==> src/hw/tia_audio_pkg.sv <==
/*
 * TIA audio package
 * Bus widths, audio register addresses, divider constants and the
 * waveform mode type shared by the register decode and the channel
 * engines.
 */
package tia_audio_pkg;

  // Bus and field widths
  localparam int ADDR_W = 6;  // CPU register address
  localparam int DATA_W = 8;  // CPU write data
  localparam int VOL_W  = 4;  // AUDV value and output sample
  localparam int FREQ_W = 5;  // AUDF value
  localparam int CTRL_W = 4;  // AUDC value

  // 38 * 32 * 93 = 113088 needs 17 bits
  localparam int DIV_W  = 17;

  // Audio register map, write only
  localparam logic [ADDR_W-1:0] ADDR_AUDC0 = 6'h15;  // Channel 0 control
  localparam logic [ADDR_W-1:0] ADDR_AUDC1 = 6'h16;  // Channel 1 control
  localparam logic [ADDR_W-1:0] ADDR_AUDF0 = 6'h17;  // Channel 0 frequency
  localparam logic [ADDR_W-1:0] ADDR_AUDF1 = 6'h18;  // Channel 1 frequency
  localparam logic [ADDR_W-1:0] ADDR_AUDV0 = 6'h19;  // Channel 0 volume
  localparam logic [ADDR_W-1:0] ADDR_AUDV1 = 6'h1A;  // Channel 1 volume

  // CPU ticks per step at AUDF = 0 and multiplier 1
  localparam logic [DIV_W-1:0] DIV_BASE = 17'd38;

  // Per-control multipliers on top of the base divider
  localparam logic [DIV_W-1:0] MUL_DIV15 = 17'd15;  // AUDC 2
  localparam logic [DIV_W-1:0] MUL_DIV2  = 17'd2;   // AUDC 4, 5
  localparam logic [DIV_W-1:0] MUL_DIV31 = 17'd31;  // AUDC 6, 10
  localparam logic [DIV_W-1:0] MUL_DIV6  = 17'd6;   // AUDC 12, 13, 15
  localparam logic [DIV_W-1:0] MUL_DIV93 = 17'd93;  // AUDC 14

  // Waveform source selected by AUDC
  // MODE_SILENT is zero to match the reset value of the decode
  typedef enum logic [2:0] {
    MODE_SILENT = 3'd0,  // Level forced high, output is the volume
    MODE_POLY4  = 3'd1,  // 4-bit noise
    MODE_POLY5  = 3'd2,  // 5-bit noise
    MODE_POLY9  = 3'd3,  // 9-bit noise
    MODE_TONE   = 3'd4   // Square wave
  } audio_mode_e;

endpackage

==> src/hw/tia_poly_counter.sv <==
/*
 * TIA polynomial counter
 * Right-shifting LFSR used as a noise source. The feedback is the
 * exclusive-or of bit TAP and bit 0, fed in at the top. Starts at
 * all ones and advances one step per step_i.
 */
module tia_poly_counter #(
  parameter int WIDTH = 4,  // 4, 5 or 9 on the TIA
  parameter int TAP   = 1   // 1, 2 or 4 to match
) (
  input  logic clk,
  input  logic reset,
  input  logic step_i,
  output logic bit_o
);

  logic [WIDTH-1:0] shift_q;

  always_ff @(posedge clk) begin
    if (reset) begin
      shift_q <= '1;  // All ones, never the lock-up state
    end else if (step_i) begin
      shift_q <= {shift_q[TAP] ^ shift_q[0], shift_q[WIDTH-1:1]};
    end
  end

  assign bit_o = shift_q[0];  // Oldest bit out

endmodule

==> src/hw/tia_audio_decode.sv <==
/*
 * TIA audio register decode
 * Accepts CPU register writes through a valid/ready port that is only
 * ready on CPU ticks, keeps AUDC, AUDF and AUDV for both channels and
 * registers the waveform mode and divider length of each channel.
 */
module tia_audio_decode
  import tia_audio_pkg::*;
(
  input  logic              clk,
  input  logic              reset,
  input  logic              cpu_tick_i,
  input  logic              wr_valid_i,
  input  logic [ADDR_W-1:0] wr_addr_i,
  input  logic [DATA_W-1:0] wr_data_i,
  output logic              wr_ready_o,
  output audio_mode_e       mode0_o,
  output audio_mode_e       mode1_o,
  output logic [DIV_W-1:0]  div0_o,
  output logic [DIV_W-1:0]  div1_o,
  output logic [VOL_W-1:0]  vol0_o,
  output logic [VOL_W-1:0]  vol1_o
);

  logic              wr_en;
  logic [CTRL_W-1:0] audc0_q, audc1_q;
  logic [FREQ_W-1:0] audf0_q, audf1_q;
  logic [CTRL_W-1:0] audc0_next, audc1_next;
  logic [FREQ_W-1:0] audf0_next, audf1_next;

  // Waveform source for one AUDC value
  function automatic audio_mode_e ctrl_to_mode(input logic [CTRL_W-1:0] ctrl);
    case (ctrl)
      4'd0, 4'd11: return MODE_SILENT;
      4'd1:        return MODE_POLY4;
      4'd7, 4'd9:  return MODE_POLY5;
      4'd8:        return MODE_POLY9;
      default:     return MODE_TONE;
    endcase
  endfunction

  // Ticks per level step, minus one
  function automatic logic [DIV_W-1:0] ctrl_to_div(input logic [CTRL_W-1:0] ctrl,
                                                   input logic [FREQ_W-1:0] freq);
    logic [DIV_W-1:0] mul;
    logic [DIV_W-1:0] steps;
    case (ctrl)
      4'd2:               mul = MUL_DIV15;
      4'd4, 4'd5:         mul = MUL_DIV2;
      4'd6, 4'd10:        mul = MUL_DIV31;
      4'd12, 4'd13, 4'd15: mul = MUL_DIV6;
      4'd14:              mul = MUL_DIV93;
      default:            mul = 17'd1;
    endcase
    steps = {{(DIV_W-FREQ_W){1'b0}}, freq} + 1'b1;
    return DIV_BASE * steps * mul;  // At most 113088
  endfunction

  // Writes land only on CPU-enabled cycles
  assign wr_ready_o = cpu_tick_i;
  assign wr_en      = wr_valid_i && cpu_tick_i;

  // Register values after this cycle's write, if any
  always_comb begin
    audc0_next = audc0_q;
    audc1_next = audc1_q;
    audf0_next = audf0_q;
    audf1_next = audf1_q;
    if (wr_en) begin
      case (wr_addr_i)
        ADDR_AUDC0: audc0_next = wr_data_i[CTRL_W-1:0];
        ADDR_AUDC1: audc1_next = wr_data_i[CTRL_W-1:0];
        ADDR_AUDF0: audf0_next = wr_data_i[FREQ_W-1:0];
        ADDR_AUDF1: audf1_next = wr_data_i[FREQ_W-1:0];
        default: ;  // Volume handled below, others ignored
      endcase
    end
  end

  always_ff @(posedge clk) begin
    if (reset) begin
      audc0_q <= '0;
      audc1_q <= '0;
      audf0_q <= '0;
      audf1_q <= '0;
      vol0_o  <= '0;
      vol1_o  <= '0;
      mode0_o <= MODE_SILENT;
      mode1_o <= MODE_SILENT;
      div0_o  <= '0;
      div1_o  <= '0;
    end else begin
      audc0_q <= audc0_next;
      audc1_q <= audc1_next;
      audf0_q <= audf0_next;
      audf1_q <= audf1_next;
      if (wr_en && wr_addr_i == ADDR_AUDV0) vol0_o <= wr_data_i[VOL_W-1:0];
      if (wr_en && wr_addr_i == ADDR_AUDV1) vol1_o <= wr_data_i[VOL_W-1:0];
      // Decoded from the merged values so they track the write edge
      mode0_o <= ctrl_to_mode(audc0_next);
      mode1_o <= ctrl_to_mode(audc1_next);
      div0_o  <= ctrl_to_div(audc0_next, audf0_next);
      div1_o  <= ctrl_to_div(audc1_next, audf1_next);
    end
  end

endmodule

==> src/hw/tia_audio_channel.sv <==
/*
 * TIA audio channel engine
 * Divides CPU ticks by the decoded divider length, updates a one-bit
 * level from a square wave or one of three polynomial noise sources
 * and outputs the level gated by the channel volume.
 */
module tia_audio_channel
  import tia_audio_pkg::*;
(
  input  logic             clk,
  input  logic             reset,
  input  logic             cpu_tick_i,
  input  audio_mode_e      mode_i,
  input  logic [DIV_W-1:0] div_i,
  input  logic [VOL_W-1:0] vol_i,
  output logic [VOL_W-1:0] sample_o
);

  logic [DIV_W-1:0] tick_cnt;
  logic             level;
  logic             next_level;
  logic             reload;
  logic             poly4_bit;
  logic             poly5_bit;
  logic             poly9_bit;

  // One reload per div_i + 1 ticks
  assign reload = cpu_tick_i && (mode_i != MODE_SILENT) && (tick_cnt >= div_i);

  // Noise sources all step together on each reload
  tia_poly_counter #(
    .WIDTH(4),
    .TAP  (1)
  ) poly4_inst (
    .clk   (clk),
    .reset (reset),
    .step_i(reload),
    .bit_o (poly4_bit)
  );

  tia_poly_counter #(
    .WIDTH(5),
    .TAP  (2)
  ) poly5_inst (
    .clk   (clk),
    .reset (reset),
    .step_i(reload),
    .bit_o (poly5_bit)
  );

  tia_poly_counter #(
    .WIDTH(9),
    .TAP  (4)
  ) poly9_inst (
    .clk   (clk),
    .reset (reset),
    .step_i(reload),
    .bit_o (poly9_bit)
  );

  always_comb begin
    case (mode_i)
      MODE_POLY4: next_level = poly4_bit;
      MODE_POLY5: next_level = poly5_bit;
      MODE_POLY9: next_level = poly9_bit;
      MODE_TONE:  next_level = ~level;  // Square wave toggle
      default:    next_level = 1'b1;
    endcase
  end

  // Tick divider and output level
  always_ff @(posedge clk) begin
    if (reset) begin
      tick_cnt <= '0;
      level    <= 1'b0;
    end else if (cpu_tick_i) begin
      if (mode_i == MODE_SILENT) begin
        tick_cnt <= '0;    // Parked while silent
        level    <= 1'b1;  // Constant volume out
      end else if (reload) begin
        tick_cnt <= '0;
        level    <= next_level;
      end else begin
        tick_cnt <= tick_cnt + 1'b1;
      end
    end
  end

  // Volume gating
  always_ff @(posedge clk) begin
    if (reset) begin
      sample_o <= '0;
    end else begin
      sample_o <= level ? vol_i : '0;
    end
  end

endmodule

==> src/hw/tia_audio.sv <==
/*
 * TIA audio top level
 * Register write port and audio decode feeding a left and a right
 * channel engine, each with its own divider and noise counters.
 */
module tia_audio
  import tia_audio_pkg::*;
(
  input  logic              clk,
  input  logic              reset,
  input  logic              cpu_tick_i,
  input  logic              wr_valid_i,
  input  logic [ADDR_W-1:0] wr_addr_i,
  input  logic [DATA_W-1:0] wr_data_i,
  output logic              wr_ready_o,
  output logic [VOL_W-1:0]  audio_left_o,
  output logic [VOL_W-1:0]  audio_right_o
);

  audio_mode_e      mode0, mode1;
  logic [DIV_W-1:0] div0, div1;
  logic [VOL_W-1:0] vol0, vol1;

  tia_audio_decode decode_inst (
    .clk       (clk),
    .reset     (reset),
    .cpu_tick_i(cpu_tick_i),
    .wr_valid_i(wr_valid_i),
    .wr_addr_i (wr_addr_i),
    .wr_data_i (wr_data_i),
    .wr_ready_o(wr_ready_o),
    .mode0_o   (mode0),
    .mode1_o   (mode1),
    .div0_o    (div0),
    .div1_o    (div1),
    .vol0_o    (vol0),
    .vol1_o    (vol1)
  );

  // Channel 0 drives the left output
  tia_audio_channel left_inst (
    .clk       (clk),
    .reset     (reset),
    .cpu_tick_i(cpu_tick_i),
    .mode_i    (mode0),
    .div_i     (div0),
    .vol_i     (vol0),
    .sample_o  (audio_left_o)
  );

  // Channel 1 drives the right output
  tia_audio_channel right_inst (
    .clk       (clk),
    .reset     (reset),
    .cpu_tick_i(cpu_tick_i),
    .mode_i    (mode1),
    .div_i     (div1),
    .vol_i     (vol1),
    .sample_o  (audio_right_o)
  );

endmodule

==> config.mk <==
export PLATFORM = sky130hd
export DESIGN_NAME = tia_audio
export DESIGN_NICKNAME = d
export VERILOG_FILES = /design/src/hw/tia_audio_pkg.sv /design/src/hw/tia_poly_counter.sv /design/src/hw/tia_audio_decode.sv /design/src/hw/tia_audio_channel.sv /design/src/hw/tia_audio.sv
export SDC_FILE = /design/constraint.sdc
export NUM_CORES = 1
export LEC_CHECK = 0
export BUFFER_PORTS_ARGS = -buffer_cell sky130_fd_sc_hd__buf_2
export CORE_MARGIN = 5
export CORE_UTILIZATION = 45
export CTS_BUF_LIST = sky130_fd_sc_hd__clkbuf_2
export CTS_CLUSTER_SIZE = 14
export DETAILED_ROUTE_END_ITERATION = 16
export PLACE_DENSITY = 0.61
export SLEW_MARGIN = 20
export SYNTH_ARGS = -nofsm -noshare
export SYNTH_HDL_FRONTEND = slang
export SYNTH_HIERARCHICAL = 1
export SYNTH_SLANG_ARGS = --single-unit
==> constraint.sdc <==
create_clock -name clk -period 10.5 [get_ports clk]
set_input_delay 1.05 -clock clk [delete_from_list [all_inputs] [get_ports clk]]
set_output_delay 1.05 -clock clk [all_outputs]
set_load 0.01 [all_outputs]
==> flow_metrics.py <==
metrics = {
    "status": {
        "outcome": "finished clean",
    },
    "clock_network": {
        "postCtsSetupBuffers": 0,
        "numCtsBuffers": 17,
        "htreeDepth": 4,
        "insertion_delay_ns": 0.67,
        "clkSinkCount": 144,
        "cts_tree": "yes",
        "ctsHoldBuffers": 0,
        "cts_max_path_buffers": 2,
        "clockRootBuffer": "clkbuf_2",
        "cts_resized": 0,
        "clk_pin_slew_worst_paths_ns": 0.25,
    },
    "synth": {
        "synth_top_area_cell": "dfxtp_1",
        "ys_ff_latch": 144,
        "syn_area_um2": 12300,
        "synth_edf_count": 0,
        "synthTopCellsByArea": "dfxtp_1 (23%), ha_1 (18%), fa_1 (11%)",
        "synth_ff_type": "dfxtp_1",
        "synthTopCellsByCount": "inv_1 (208), ha_1 (180), nor2_1 (171)",
        "seq_area_frac_synth_pct": 23.4,
        "synth_area_per_cell_um2": 8.70,
        "synth_cells": 1417,
        "yosysMostFrequentCell": "inv_1",
        "async_reset_ff_share_pct": 0,
        "synth_top_area_share_pct": 23.4,
        "yosys_warnings": 6,
        "synth.distinct_cells": 78,
    },
    "sta": {
        "post-route-period-util_pct": 86.3,
        "period_minus_slack_ns": 9.06,
        "setup_viol": 0,
        "rsz0062_at_grt": "false",
        "clock.fmax_mhz": 110,
        "setup_tns_ns": 0,
        "fin_skew_ns": 0.0434,
        "tightest_slew_ns": 1.12,
        "slew_viol_final": 0,
        "setup_slack_ns": 1.44,
        "max-slew-margin-rel_pct": 24.7,
        "hold_violations": 0,
    },
    "critical_path": {
        "r2r_start": "decode_inst/audf1_q[0]",
        "cp-end-kind": "flop",
        "worstPathRequired_ns": 11.07,
        "worstReg2RegEnd": "decode_inst/div1_o[16]",
        "slowest_stage": "fa_1",
        "arrival_ns": 9.63,
        "start_kind": "input pin",
        "reg2reg_slack_ns": 2.21,
        "slowest_delay_ns": 0.57,
        "r2r_cells": 33,
        "path_max_fanout": 9,
        "criticalPathCategory": "input pin to flop",
    },
    "global_routing": {
        "grt_overflow_total": 0,
        "grt_max_degree": 64,
        "grt_usage_pct": 15.4,
        "antenna_found_initial": 3,
        "grt_pass1_wl_um": 40600,
        "grt_pass1_vias": 8706,
    },
    "run": {
        "drv_cap": 0,
    },
    "place": {
        "hpwl_um": 18500,
        "post-place-ws_ns": 0.799,
        "gp_congestion": 0.790,
        "dpl_cell_area_um2": 12700,
        "portBuffers": 23,
    },
    "detailed_routing": {
        "drtIter0Drc": 403,
        "post_drt_wl_per_cell_um": 12.8,
        "drt-total-wl_um": 22900,
        "vias_per_cell": 5.00,
        "vias": 8928,
        "firstDrtPassIters": 7,
        "route.detailed.drc": 0,
        "ant_nets": 0,
    },
    "cells_and_area": {
        "drive_gt1_share_pct": 8.47,
        "fillers": 2578,
        "nNetsFinal": 1697,
        "syn_to_final_growth_pct": 5.19,
        "final_area_um2": 13000,
        "final_core_util_pct": 48.1,
    },
    "power_and_ir_drop": {
        "ir_drop_v": 0.0000599,
        "leakagePower_uw": 0.00612,
        "power_density_nw_per_um2": 70.6,
    },
    "floorplan": {
        "num_rows": 60,
        "die_area_um2": 30800,
        "core_area_um2": 27000,
        "die_h_um": 176,
        "die_x_um": 176,
        "initial_core_util_pct": 45.7,
        "io_pins": 27,
    },
    "worst_hold_path": {
        "min_from": "right_inst/poly4_inst/shift_q[3]",
        "hold_depth": 2,
        "hold_class": "flop to flop",
        "hold_end": "right_inst/poly4_inst/shift_q[2]",
    },
}
[routing by layer]
metal,track usage [%],part of all wire [%],vias to the layer above
met5,0,0.044,-
met4,3.18,0.84,2
met3,2.69,3.2,15
met2,24.4,44,90
met1,22.4,52,4135
li1,-,-,4686
[stage by stage]
| stage | hold WS [ns] | total power, uW | std cells |
|---|---|---|---|
| after global routing | 0.504 | 963 | 1784 |
| final | 0.484 | 916 | 1784 |
| after detailed placement | 0.440 | 610 | 1751 |
| after global placement | 0.437 | 609 | 1751 |
| after CTS | 0.480 | 931 | 1782 |
| after floorplan | 0.429 | 596 | 1418 |
[cell usage in the layout, fill, tap and decap left out, types with 4 or more instances in the layout]
cell	synthesis	routed
a211oi_1	5	5
a21o_1	9	9
a21oi_1	44	43
a21oi_2	3	4
a31oi_1	12	12
and2_1	12	12
and3_1	12	12
buf_2	5	22
buf_4	5	10
clkbuf_2	0	17
dfxtp_1	144	144
fa_1	70	70
ha_1	180	180
inv_1	208	208
inv_6	0	6
mux2_2	9	9
mux2i_1	58	58
nand2_1	93	93
nand2b_1	29	29
nand3_1	30	30
nand3b_1	6	6
nand4_1	14	14
nor2_1	171	171
nor2b_1	25	25
nor3_1	40	40
nor3_2	14	14
o21a_1	11	11
o21ai_0	19	19
or2_2	9	9
or3_1	9	9
xnor2_1	40	40
xor2_1	37	37
[area by class of cell]
type	instances	area, um^2	share of cell area, %
Multi-Input combinational cell	1024	8450	65.1
Sequential cell	144	2880	22.2
Clock inverter	14	146	1.13
Tap cell	341	427	3.29
Timing Repair Buffer	32	185	1.43
Clock buffer	17	85.1	0.656
Inverter	210	788	6.08
Antenna cell	2	5.00	0.0386
[flip-flops by register name, summed over array words and instances, names as in the netlist, 5 cells and up]
register                       count
right_inst/poly9_inst/shift_q      9
right_inst/tick_cnt               17
decode_inst/div0_o                16
left_inst/poly5_inst/shift_q       5
right_inst/poly5_inst/shift_q      5
left_inst/poly9_inst/shift_q       9
decode_inst/audf0_q                5
decode_inst/div1_o                16
left_inst/tick_cnt                17
decode_inst/audf1_q                5
[how the worst max path moves through the flow]
stage	startpoint	to	slack [ns]	cells past startpoint
3_5_place_dp	wr_addr_i[3]	decode_inst/div0_o[16]	0.80	34
2_1_floorplan	wr_addr_i[5]	decode_inst/div1_o[16]	1.24	32
6_report	wr_addr_i[3]	decode_inst/div0_o[16]	1.44	34
3_3_place_gp	wr_addr_i[2]	decode_inst/div1_o[16]	0.89	35
4_1_cts	wr_addr_i[3]	decode_inst/div0_o[16]	1.52	34
5_1_grt	wr_addr_i[3]	decode_inst/div0_o[16]	0.93	34
[report_power, final]
part | total [uW] | switching, uW | internal (uW)
sequential | 552 | 1.03 | 551
clock | 316 | 223 | 93.3
combinational | 47.3 | 32.4 | 14.9
[cell families after synthesis]
group / Yosys count / synth area share [%]
muxes: 69 / 5.77
xor gates and xnor gates: 78 / 5.60
buffers and inverters: 250 / 8.15
adders and majority gates: 250 / 29.6
DFF: 144 / 23.4
and+or+nand+nor: 487 / 19.9
other: 1 / 0.0304
AOI/OAI and AO/OA: 138 / 7.56
[worst max-delay path, delay by kind of cell]
| kind | cells | cell delay [ns] |
|---|---|---|
| mux | 2 | 0.22 |
| simple gates | 8 | 1.87 |
| fa+ha+maj | 10 | 4.30 |
| compound gates | 9 | 1.85 |
| buf+inv | 5 | 0.32 |
Power figures use the tool's default switching activity.
